==> src/hdl/cu_arbiter_cfg_pkg.sv <==
`default_nettype none

package cu_arbiter_cfg_pkg;

	////////////////////////////////////////
	// Build configuration
	////////////////////////////////////////

	// Default number of compute units, at most 16 (4-bit unit id)
	localparam int NUM_CU_DEFAULT = 4;

	// Burst buffer entries
	localparam int CMD_FIFO_DEPTH = 8;

	// Free entries at or below which the buffer reports almost full
	// Leaves room for the one command the arbiter may have in flight
	localparam int CMD_FIFO_ALFULL_MARGIN = 2;

endpackage

`default_nettype wire

==> src/hdl/cu_bus_pkg.sv <==
`default_nettype none

package cu_bus_pkg;

	////////////////////////////////////////
	// Field widths
	////////////////////////////////////////

	// Unit id leads every command and response
	localparam int CU_ID_BITS = 4;

	localparam int CMD_BITS        = 40;
	localparam int RESP_BITS       = 16;
	localparam int DONE_COUNT_BITS = 32;

	////////////////////////////////////////
	// Bus formats
	////////////////////////////////////////

	// Read command
	// [39:36] issuing unit id, [35:0] address and tag
	typedef logic [CMD_BITS-1:0] command_t;

	// Memory response
	// [15:12] unit id, [11:0] tag and status
	typedef logic [RESP_BITS-1:0] response_t;

	// Processed vertex count, sums wrap modulo 2^32
	typedef logic [DONE_COUNT_BITS-1:0] done_count_t;

	// Unit index
	typedef logic [CU_ID_BITS-1:0] cu_id_t;

endpackage

`default_nettype wire
==> src/hdl/command_burst_fifo.sv <==
`timescale 1ns/100ps
`default_nettype none

module command_burst_fifo #(
	parameter int DEPTH = cu_arbiter_cfg_pkg::CMD_FIFO_DEPTH
) (
	input  wire logic                 clock,
	input  wire logic                 rstn,
	input  wire logic                 enabled,
	input  wire logic                 push,
	input  wire cu_bus_pkg::command_t push_cmd,
	input  wire logic                 mem_cmd_grant,
	output logic                      fifo_alfull,
	output logic                      mem_cmd_request,
	output logic                      mem_cmd_valid,
	output cu_bus_pkg::command_t      mem_cmd
);

	import cu_bus_pkg::*;
	import cu_arbiter_cfg_pkg::*;

	localparam int PTR_BITS = (DEPTH > 1) ? $clog2(DEPTH) : 1;
	localparam int CNT_BITS = $clog2(DEPTH + 1);

	command_t            mem [DEPTH];
	logic [PTR_BITS-1:0] wr_ptr;
	logic [PTR_BITS-1:0] rd_ptr;
	logic [CNT_BITS-1:0] count;
	logic                full;
	logic                empty;
	logic                wr_en;
	logic                rd_en;

	// Circular pointer step, depth need not be a power of two
	function automatic logic [PTR_BITS-1:0] ptr_next(input logic [PTR_BITS-1:0] ptr);
		return (ptr == PTR_BITS'(DEPTH - 1)) ? '0 : ptr + 1'b1;
	endfunction

	////////////////////////////////////////
	// Status
	////////////////////////////////////////

	assign empty       = (count == '0);
	assign full        = (count == CNT_BITS'(DEPTH));
	assign fifo_alfull = (CNT_BITS'(DEPTH) - count) <= CNT_BITS'(CMD_FIFO_ALFULL_MARGIN);

	assign mem_cmd_request = enabled && !empty;

	assign wr_en = push && !full;
	// Grant counts only while the request is up
	assign rd_en = mem_cmd_grant && mem_cmd_request;

	////////////////////////////////////////
	// Pointers and occupancy
	////////////////////////////////////////

	always_ff @(posedge clock or negedge rstn) begin
		if (!rstn) begin
			wr_ptr        <= '0;
			rd_ptr        <= '0;
			count         <= '0;
			mem_cmd_valid <= 1'b0;
		end else begin
			mem_cmd_valid <= rd_en;
			if (wr_en) begin
				wr_ptr <= ptr_next(wr_ptr);
			end
			if (rd_en) begin
				rd_ptr <= ptr_next(rd_ptr);
			end
			case ({wr_en, rd_en})
				2'b10:   count <= count + 1'b1;
				2'b01:   count <= count - 1'b1;
				default: count <= count;
			endcase
		end
	end

	// Storage and head register
	always_ff @(posedge clock) begin
		if (wr_en) begin
			mem[wr_ptr] <= push_cmd;
		end
		if (rd_en) begin
			mem_cmd <= mem[rd_ptr];
		end
	end

	// Arbiter throttling must keep the buffer from overflowing
	assert property (@(posedge clock) disable iff (!rstn) push |-> !full)
		else $error("command pushed into a full burst buffer");

endmodule

`default_nettype wire

==> config.mk <==
export PLATFORM = sky130hd
export DESIGN_NAME = command_burst_fifo
export DESIGN_NICKNAME = d
export VERILOG_FILES = /design/src/hdl/cu_arbiter_cfg_pkg.sv /design/src/hdl/cu_bus_pkg.sv /design/src/hdl/command_burst_fifo.sv
export SDC_FILE = /design/constraint.sdc
export NUM_CORES = 1
export LEC_CHECK = 0
export BUFFER_PORTS_ARGS = -buffer_cell sky130_fd_sc_hd__buf_2
export CAP_MARGIN = 10
export CORE_MARGIN = 3
export CORE_UTILIZATION = 40
export CTS_CLUSTER_DIAMETER = 200
export DETAILED_ROUTE_END_ITERATION = 10
export GPL_TIMING_DRIVEN = 0
export SLEW_MARGIN = 20
export SYNTH_ARGS = -nofsm -noshare
export SYNTH_HDL_FRONTEND = slang
export SYNTH_SLANG_ARGS = --single-unit
==> constraint.sdc <==
create_clock -name clock -period 6.7 [get_ports clock]
set_input_delay 2.01 -clock clock [delete_from_list [all_inputs] [get_ports clock]]
set_output_delay 2.01 -clock clock [all_outputs]
set_load 0.1 [all_outputs]
==> results of run 1 <==
-- worst max-delay path: cells and delay by family --
family | cells | cell delay [ns]
buffers and inverters | 2 | 0.50
AO/OA/AOI/OAI | 1 | 0.11
-- report_power, final --
group / switching [W] / leakage [nW] / total, W / internal (W)
clock network: 0.000810 / 0.595 / 0.00201 / 0.00120
registers: 0.000110 / 3.41 / 0.00312 / 0.00301
logic: 0.00139 / 1.81 / 0.00227 / 0.000879
-- per-stage QoR --
stage | hold slack (ns) | worst slack [ns] | instance area (sq um) | utilization [%]
global placement | 0.5001 | -4.431 | 15190 | 43.75
finish | 0.5396 | 2.070 | 16910 | 48.71
floorplan | 0.4819 | 0.2206 | 14180 | -
detailed placement | 0.5263 | 2.068 | 15700 | 45.24
CTS | 0.5413 | 2.064 | 16910 | 48.70
global route | 0.5499 | 2.043 | 16910 | 48.70
-- layout make-up --
class                   count  share of cell area (%)
diodes                      1                 0.01480
plain buffers              23                  0.9176
clock buffers              53                   6.379
clock inverters            15                  0.7252
inverters                   6                  0.1480
multi-input cells         174                   17.56
flip-flops and latches    371                   65.57
well taps                 455                   3.367
repair buffers            131                   5.321
-- cell usage in the layout (no fill, tap or decap), types with 5 or more instances in the layout --
cell type and n:
edfxtp_1 360, buf_2 92, mux4_1 70, mux2_2 42, clkbuf_16 39, buf_4 24, clkbuf_1 20, buf_6 18
dfrtp_1 11, mux4_2 10, ha_1 9, clkinv_2 7, nand2b_1 5, inv_1 5, clkbuf_8 5, clkinv_1 5
-- state kept, by name (all words and copies together) (netlist names) --
register and flops:
mem 320, mem_cmd 40, count 4, rd_ptr 3, wr_ptr 3, mem_cmd_valid 1
-- cells in the mapped netlist, types with 2 or more instances --
cell / count / area [sq um]
mux4_1: 70 / 1839
buf_1: 2 / 7.510
mux2_2: 42 / 473.0
a21oi_1: 3 / 15.01
o21ai_0: 4 / 20.02
nand2_1: 4 / 15.01
buf_6: 9 / 101.4
nor3_1: 7 / 35.03
o211ai_1: 2 / 15.01
clkbuf_1: 11 / 41.29
a21o_1: 2 / 15.01
mux4_2: 10 / 225.2
nor2_1: 4 / 15.01
edfxtp_1: 360 / 10810
dfrtp_1: 11 / 275.3
nand2b_1: 5 / 31.28
mux2i_1: 2 / 20.02
inv_1: 6 / 22.52
ha_1: 9 / 112.6
xnor2_1: 2 / 17.52
-- path summary, 6_finish.rpt --
check	from	slack (ns)	cells past startpoint	to
max reg2reg	count[0]$_DFFE_PN0P_	3.37	11	count[3]$_DFFE_PN0P_
max in group asynchronous	rstn	5.08	1	rd_ptr[2]$_DFFE_PN0P_
max	enabled	2.07	3	mem_cmd_request
min	count[0]$_DFFE_PN0P_	0.54	1	count[0]$_DFFE_PN0P_
min in group asynchronous	rstn	1.38	1	count[3]$_DFFE_PN0P_
min reg2reg	count[0]$_DFFE_PN0P_	0.54	1	count[0]$_DFFE_PN0P_
-- routing by layer --
metal,share of wire (%),vias up
met1,42,3417
met4,1.7,8
li1,-,2840
met5,0.16,-
met3,6.3,46
met2,50,202
-- logic make-up (layout without fill, tap and decap cells) --
kind of cell               count (synthesis)  count (layout)  share of synthesized area [%]
other                                      0               1                              0
adders and majority gates                 10              10                         0.9351
AOI/OAI and AO/OA                         14              14                         0.6351
muxes                                    124             124                          18.03
xor gates and xnor gates                   3               3                         0.1853
buffers and inverters                     29             228                          1.253
and+or+nand+nor                           23              23                         0.8027
DFF                                      371             371                          78.16
==> impl_metrics.json, run 1 <==
{
  "status": "finished, final reports clean",
  "dpl.cell_count": 1160,
  "slew_headroom_pct": 46.60,
  "power.total_w": 0.007393,
  "grt_util_met1_pct": 20.80,
  "dpl.hpwl_mm": 19.45,
  "cts.sinks": 371,
  "grt_usage_pct": 15.39,
  "cts_buffers": 39,
  "cts.repair.resized": 0,
  "drcViolationCount": 0,
  "slew_viol_final": 0,
  "regArea_sq_mm": 0.01109,
  "ir_drop_v": 0.0002641,
  "syn-instance-count": 574,
  "drive_gt1_share_pct": 33.25,
  "cp_max_fo": 2,
  "first_pass_iters": 6,
  "final_hold_viol_count": 0,
  "gr-usage-met3_pct": 3.345,
  "period_minus_slack_ns": 4.630,
  "fmax_mhz": 216.0,
  "synth_cell_types": 29,
  "endpoint_kind": "output pin",
  "required_ns": 4.69,
  "min_path_type": "register to register",
  "area_growth_syn_to_layout_pct": 19.20,
  "worstPathArrival_ns": 2.62,
  "top_usage_layer": "met2",
  "io_buffers": 87,
  "yosysSeqAreaShare_pct": 78.16,
  "clk_pin_slew_worst_paths_ns": 0.06,
  "finalWirelength_mm": 29.31,
  "initialDrtViolationCount": 464,
  "dieWidth_um": 194.3,
  "multi_input_area_sq_mm": 0.002969,
  "grt_pass1_vias": 6913,
  "nFillCells": 2798,
  "critPathLaunchType": "primary input",
  "power_density_mw_per_mm2": 437.2,
  "synth_area_sq_mm": 0.01418,
  "fp.coreArea_sq_mm": 0.03471,
  "p_leak_nw": 5.815,
  "max_stage_delay_ns": 0.41,
  "vias": 6513,
  "clkLatencyLatePin_ns": 0.51,
  "dieArea_sq_mm": 0.03775,
  "postRouteAntennaNets": 0,
  "cts_buffer_depth": 3,
  "stdcell_count": 1229,
  "htree_levels": 2,
  "path_class": "primary input to output pin",
  "synth_seq_cells": 371,
  "slowest_stage": "buf_2",
  "gp_congestion": 0.7003,
  "clock_tree.root_cell": "clkbuf_16",
  "syn-num-nets": 629,
  "setup_viol": 0,
  "ctsHoldBuffers": 0,
  "synthFlopType": "edfxtp_1",
  "finalCritPeriodShare_pct": 69.10,
  "synth-async-reset-ratio_pct": 2.965,
  "grt_start_max_net_pins": 29,
  "setup_tns_ns": 0,
  "use_met2_pct": 25.98,
  "cp_common_cell": "buf_2",
  "cts_setup_buffers": 0,
  "viasPerCell": 5.299,
  "layout.nets": 801,
  "rows": 68,
  "drt-wirelength-per-cell_um": 23.85,
  "antenna_found_initial": 4,
  "postSynthAreaPerCell_sq_um": 24.71,
  "worst_pin_slew_ns": 0.7974,
  "rsz0062_at_grt": "false",
  "synth_edf_count": 360,
  "max_cap_viol_count": 0,
  "yosysWarnings": 0,
  "skew_ns": 0.02413,
  "initial_core_util_pct": 40.86,
  "cts_tree": "yes",
  "gr-total-overflow": 0,
  "fp.dieH_um": 194.3,
  "worstPathCellList": "buf_2 -> o21a_1 -> buf_2",
  "ioPinCount": 88,
  "grt_pass1_wl_mm": 43.20
}
(Power assumes the default switching activity.)
==> inputs of run 2 (changes only) <==
ABC_AREA = 1   (was not set)
clock period = 3.9 ns   (was 6.7 ns; I/O delays follow)
==> impl_metrics.json, run 2 <==
{
  "status": "finished, final reports clean",
  "rows": 69,
  "period_minus_slack_ns": 3.222,
  "dieWidth_um": 197.7,
  "rsz0062_at_grt": "false",
  "r2r-start": "count[0]$_DFFE_PN0P_",
  "drcViolationCount": 0,
  "initial_core_util_pct": 40.91,
  "cts.sinks": 371,
  "drt-wirelength-per-cell_um": 18.12,
  "cts_buffers": 40,
  "yosys-top-cells-count": "360 x edfxtp_1, 355 x nand2_1, 211 x nor2_1, 91 x o21ai_1, 78 x o21ai_0",
  "postRouteAntennaNets": 0,
  "viasPerCell": 4.911,
  "layout.nets": 1403,
  "layout_common_cells": "360 x edfxtp_1, 355 x nand2_1, 203 x nor2_1",
  "area_growth_syn_to_layout_pct": 18.48,
  "slew_viol_final": 0,
  "worst_pin_slew_ns": 0.7689,
  "synth_area_sq_mm": 0.01469,
  "required_ns": 2.73,
  "cts_buffer_depth": 3,
  "antenna_found_initial": 3,
  "power.total_w": 0.01398,
  "synth_seq_cells": 371,
  "rr_worst_depth": 14,
  "gp_congestion": 0.7446,
  "synth.top_cell.area_share_pct": 73.58,
  "skew_ns": 0.01437,
  "grt_pass1_wl_mm": 50.83,
  "initialDrtViolationCount": 712,
  "grt_usage_pct": 17.00,
  "endpoint_kind": "output pin",
  "power_density_mw_per_mm2": 802.9,
  "synth_edf_count": 360,
  "final_cell_area_sq_mm": 0.01741,
  "synth_area_leaders": "edfxtp_1 74%, nand2_1 9.1%, nor2_1 5.4%, o21ai_1 3.1%, o21ai_0 2.7%",
  "cts.repair.resized": 0,
  "place_area_sq_mm": 0.01615,
  "largest_register_ffs": 320,
  "syn-instance-count": 1204,
  "synth_top_area_cell": "edfxtp_1",
  "first_pass_iters": 4,
  "dpl.cell_count": 1767,
  "grt_start_max_net_pins": 29,
  "clk_pin_slew_worst_paths_ns": 0.06,
  "ir_drop_v": 0.0004457,
  "regToRegEndpoint": "count[3]$_DFFE_PN0P_",
  "critPathLaunchType": "register",
  "io_buffers": 87,
  "gr-total-overflow": 0,
  "finalWirelength_mm": 33.33,
  "min_path_type": "primary input to asynchronous set/reset pin",
  "grt_pass1_vias": 9005,
  "fp.dieH_um": 197.7,
  "finish.utilization_pct": 48.47,
  "yosysMostFrequentCell": "edfxtp_1",
  "finalCritPeriodShare_pct": 82.61,
  "yosysWarnings": 0,
  "synthFlopType": "edfxtp_1",
  "fin_hold_ws_ns": 0.5138,
  "fmax_mhz": 310.4,
  "htree_levels": 2,
  "syn-num-nets": 1259,
  "r2r_slack_ns": 1.10,
  "clock_tree.root_cell": "clkbuf_16",
  "dpl.hpwl_mm": 20.74,
  "cts_tree": "yes",
  "worstPathArrival_ns": 2.05,
  "layout_commonest_cell": "edfxtp_1",
  "vias": 9031,
  "cp_max_fo": 4,
  "synth_cell_types": 21,
  "slew_headroom_pct": 48.74,
  "stdcell_count": 1839,
  "max_cap_viol_count": 0,
  "fp.coreArea_sq_mm": 0.03591,
  "path_class": "register to output pin",
  "ioPinCount": 88,
  "drive_gt1_share_pct": 14.89,
  "dieArea_sq_mm": 0.03907,
  "setup_viol": 0,
  "cts_setup_buffers": 0,
  "synth-async-reset-ratio_pct": 2.965,
  "ctsHoldBuffers": 0,
  "postSynthAreaPerCell_sq_um": 12.20,
  "top_regs": "mem: 320 flops, mem_cmd: 40 flops, count: 4 flops",
  "final_hold_viol_count": 0,
  "clkLatencyLatePin_ns": 0.52,
  "regMostFlops": "mem",
  "p_leak_nw": 6.538,
  "yosysSeqAreaShare_pct": 75.46
}
## run 2: changes by cell type after synthesis, sizes merged, moves of 5 or more
cell,before,now
nor3,7,0
nand2,4,355
nor2,4,211
inv,6,19
mux4,80,0
buf,12,41
o21ai,5,169
nand2b,5,0
mux2,42,0
clkbuf,11,20
## run 2: worst max-delay path by stage
stage / end / from / slack, ns / cells after the start
after floorplan: mem_cmd_request / enabled / 0.11 / 1
after global placement: mem[5][20]$_DFFE_PP_ / push / -1.53 / 5
after detailed placement: count[3]$_DFFE_PN0P_ / enabled / 0.67 / 10
after CTS: fifo_alfull / count[0]$_DFFE_PN0P_ / 0.65 / 8
after global routing: fifo_alfull / count[0]$_DFFE_PN0P_ / 0.56 / 8
final: fifo_alfull / count[0]$_DFFE_PN0P_ / 0.68 / 8
## run 2: logic make-up (layout without fill, tap and decap cells)
logic type	after synthesis	in the layout	share of synthesized area, %
fa+ha+maj	10	10	0.9028
xor+xnor	3	3	0.1789
simple gates	570	570	14.61
compound gates	170	170	5.808
buf+inv	80	253	3.049
flops	371	371	75.46
other cells	0	1	0
## run 2: final cells by class
class,count,area [sq um]
fill,3181,18510
sequential,371,11090
multi-input combinational,753,3218
clock buffer,52,1067
timing repair buffer,102,818.3
tap,461,576.8
buffer,61,374.1
clock inverter,19,190.2
inverter,19,73.82
antenna,1,2.502
## run 2: metal layers
metal,global-route usage (%),part of all wire (%),vias to the layer above
li1,-,-,4428
met1,21.70,43,4311
met2,29.20,49,198
met3,3.104,4.7,90
met4,6.212,3.5,4
met5,0,0.072,-
## run 2: worst max-delay path, cell delays in order (launching register included)
cell and delay, ns:
dfrtp_1 0.40, inv_1 0.12, ha_1 0.23, inv_1 0.07, nand2_1 0.05, nand2_1 0.06
o21ai_0 0.07, nor2_1 0.09, buf_2 0.42
## run 2: through the flow
step / setup TNS [ns] / setup WS, ns
after global placement: -440.57 / -1.531
after detailed placement: 0 / 0.6690
final: 0 / 0.6783
after CTS: 0 / 0.6548
after global routing: 0 / 0.5629
after floorplan: 0 / 0.1057
## run 2: where the power goes
part / leakage [nW] / internal (W) / switching [W] / total, W
logic: 2.50 / 0.00134 / 0.00367 / 0.00501
registers: 3.42 / 0.00515 / 0.000157 / 0.00531
clock network: 0.618 / 0.00219 / 0.00146 / 0.00365
==> inputs of run 3 (changes only) <==
clock period = 2.6 ns   (was 3.9 ns; I/O delays follow)
==> impl_metrics.json, run 3 (synthesis gave the netlist of run 2 again) <==
{
  "crit_start": "count[0]$_DFFE_PN0P_",
  "layout_common_cells": "360 x edfxtp_1, 354 x nand2_1, 202 x nor2_1",
  "initialDrtViolationCount": 797,
  "worst_pin_slew_ns": 0.7609,
  "grt_pass1_wl_mm": 52.89,
  "crit_buf_inv": 2,
  "critPathLaunchType": "register",
  "final_cell_area_sq_mm": 0.01750,
  "postRouteAntennaNets": 0,
  "area_growth_syn_to_layout_pct": 19.12,
  "cts.sinks": 371,
  "min_path_type": "primary input to asynchronous set/reset pin",
  "grt_start_max_net_pins": 23,
  "max_stage_delay_ns": 0.39,
  "slew_headroom_pct": 49.27,
  "slowest_stage": "dfrtp_1",
  "cts_buffers": 40,
  "dpl.cell_count": 1767,
  "setup_viol": 0,
  "grt_pass1_vias": 9035,
  "ctsHoldBuffers": 0,
  "drive_gt1_share_pct": 16.16,
  "cts_buffer_depth": 3,
  "final_hold_viol_count": 0,
  "vias": 9177,
  "slew_viol_final": 0,
  "regMostFlops": "mem",
  "status": "finished, final reports clean",
  "antenna_found_initial": 3,
  "clkLatencyLatePin_ns": 0.53,
  "grt_usage_pct": 17.89,
  "layout_commonest_cell": "edfxtp_1",
  "fp.coreArea_sq_mm": 0.03591,
  "p_leak_nw": 6.564,
  "endpoint_kind": "output pin",
  "initial_core_util_pct": 40.91,
  "power_density_mw_per_mm2": 1215,
  "worstPathCellList": "inv_2 -> ha_2 -> nand2_1 -> nand2_1 -> o21ai_1 -> nor2_2 -> buf_12",
  "layout.nets": 1410,
  "cp_max_fo": 4,
  "io_buffers": 87,
  "ioPinCount": 88,
  "viasPerCell": 4.969,
  "finalWirelength_mm": 34.92,
  "drt-wirelength-per-cell_um": 18.90,
  "cp_common_cell": "nand2_1",
  "gp_congestion": 0.7788,
  "fmax_mhz": 392.4,
  "worstPathArrival_ns": 1.77,
  "critPathTopFamily": "flip-flops",
  "rows": 69,
  "path_class": "register to output pin",
  "first_pass_iters": 7,
  "gr-total-overflow": 0,
  "dpl.hpwl_mm": 20.98,
  "ir_drop_v": 0.0005836,
  "max_cap_viol_count": 0,
  "antenna_cells": 0,
  "stdcell_count": 1847,
  "clock_tree.root_cell": "clkbuf_16",
  "cts_tree": "yes",
  "period_minus_slack_ns": 2.549,
  "required_ns": 1.82,
  "dieWidth_um": 197.7,
  "skew_ns": 0.01909,
  "top_regs": "mem: 320 flops, mem_cmd: 40 flops, count: 4 flops",
  "drcViolationCount": 0,
  "place_area_sq_mm": 0.01613,
  "clk_pin_slew_worst_paths_ns": 0.06,
  "dieArea_sq_mm": 0.03907,
  "r2r-start": "count[0]$_DFFE_PN0P_",
  "htree_levels": 2,
  "finalCritPeriodShare_pct": 98.02,
  "fp.dieH_um": 197.7,
  "largest_register_ffs": 320
}
==> run 3: worst paths after layout <==
path	end	slack [ns]	cells after the start
worst max-delay path	fifo_alfull	0.05	7
worst min-delay path	rd_ptr[0]$_DFFE_PN0P_	0.12	1
worst max register to register	count[3]$_DFFE_PN0P_	0.20	14
worst min register to register	count[3]$_DFFE_PN0P_	0.51	2
max in group asynchronous	count[1]$_DFFE_PN0P_	2.27	1
min in group clock	mem[4][32]$_DFFE_PP_	0.51	1
==> run 3: per-layer routing <==
layer / wire length [um] / up-vias / GRT usage, %
met5: 40 / - / 0
met4: 1084 / 6 / 6.291
met3: 1922 / 93 / 2.882
met2: 16100 / 285 / 28.16
met1: 15770 / 4355 / 25.46
li1: - / 4438 / -
==> run 3: area by class of cell <==
| type | count | area, sq um |
|---|---|---|
| Timing Repair Buffer | 107 | 853.3 |
| Timing Repair inverter | 2 | 15.01 |
| Multi-Input combinational cell | 753 | 3242 |
| Buffer | 61 | 374.1 |
| Clock inverter | 28 | 235.2 |
| Sequential cell | 371 | 11090 |
| Clock buffer | 45 | 1041 |
| Fill cell | 3108 | 18410 |
| Tap cell | 461 | 576.8 |
| Inverter | 19 | 77.57 |
==> run 3: what timing repair did <==
item / in CTS / in global routing
pin swaps: 1 / 2
hold endpoints to repair: 0 / 0
gates resized for setup: 11 / 5
setup endpoints to repair: 82 / 8
gates cloned: 2 / 0
buffers inserted: 3 / 2
==> run 3: through the flow <==
step	setup WS [ns]	TNS, ns	util, %	hold WS (ns)	power, W
finish	0.05148	0	48.73	0.1163	0.02125
global route	-0.003309	-0.003309	48.73	0.1217	0.02247
CTS	0.02468	0	48.67	0.1081	0.02140
detailed placement	-1.379	-23.05	44.92	0.4974	0.01577
global placement	-2.565	-801.47	43.74	0.4934	0.01541
floorplan	-0.6351	-204.47	-	0.4674	0.01335
==> run 3: power breakdown <==
part	total (W)	switching, W	internal [W]
Combinational	0.00778	0.00570	0.00207
Clock	0.00552	0.00225	0.00327
Sequential	0.00796	0.000227	0.00773
Total	0.0213	0.00817	0.0131
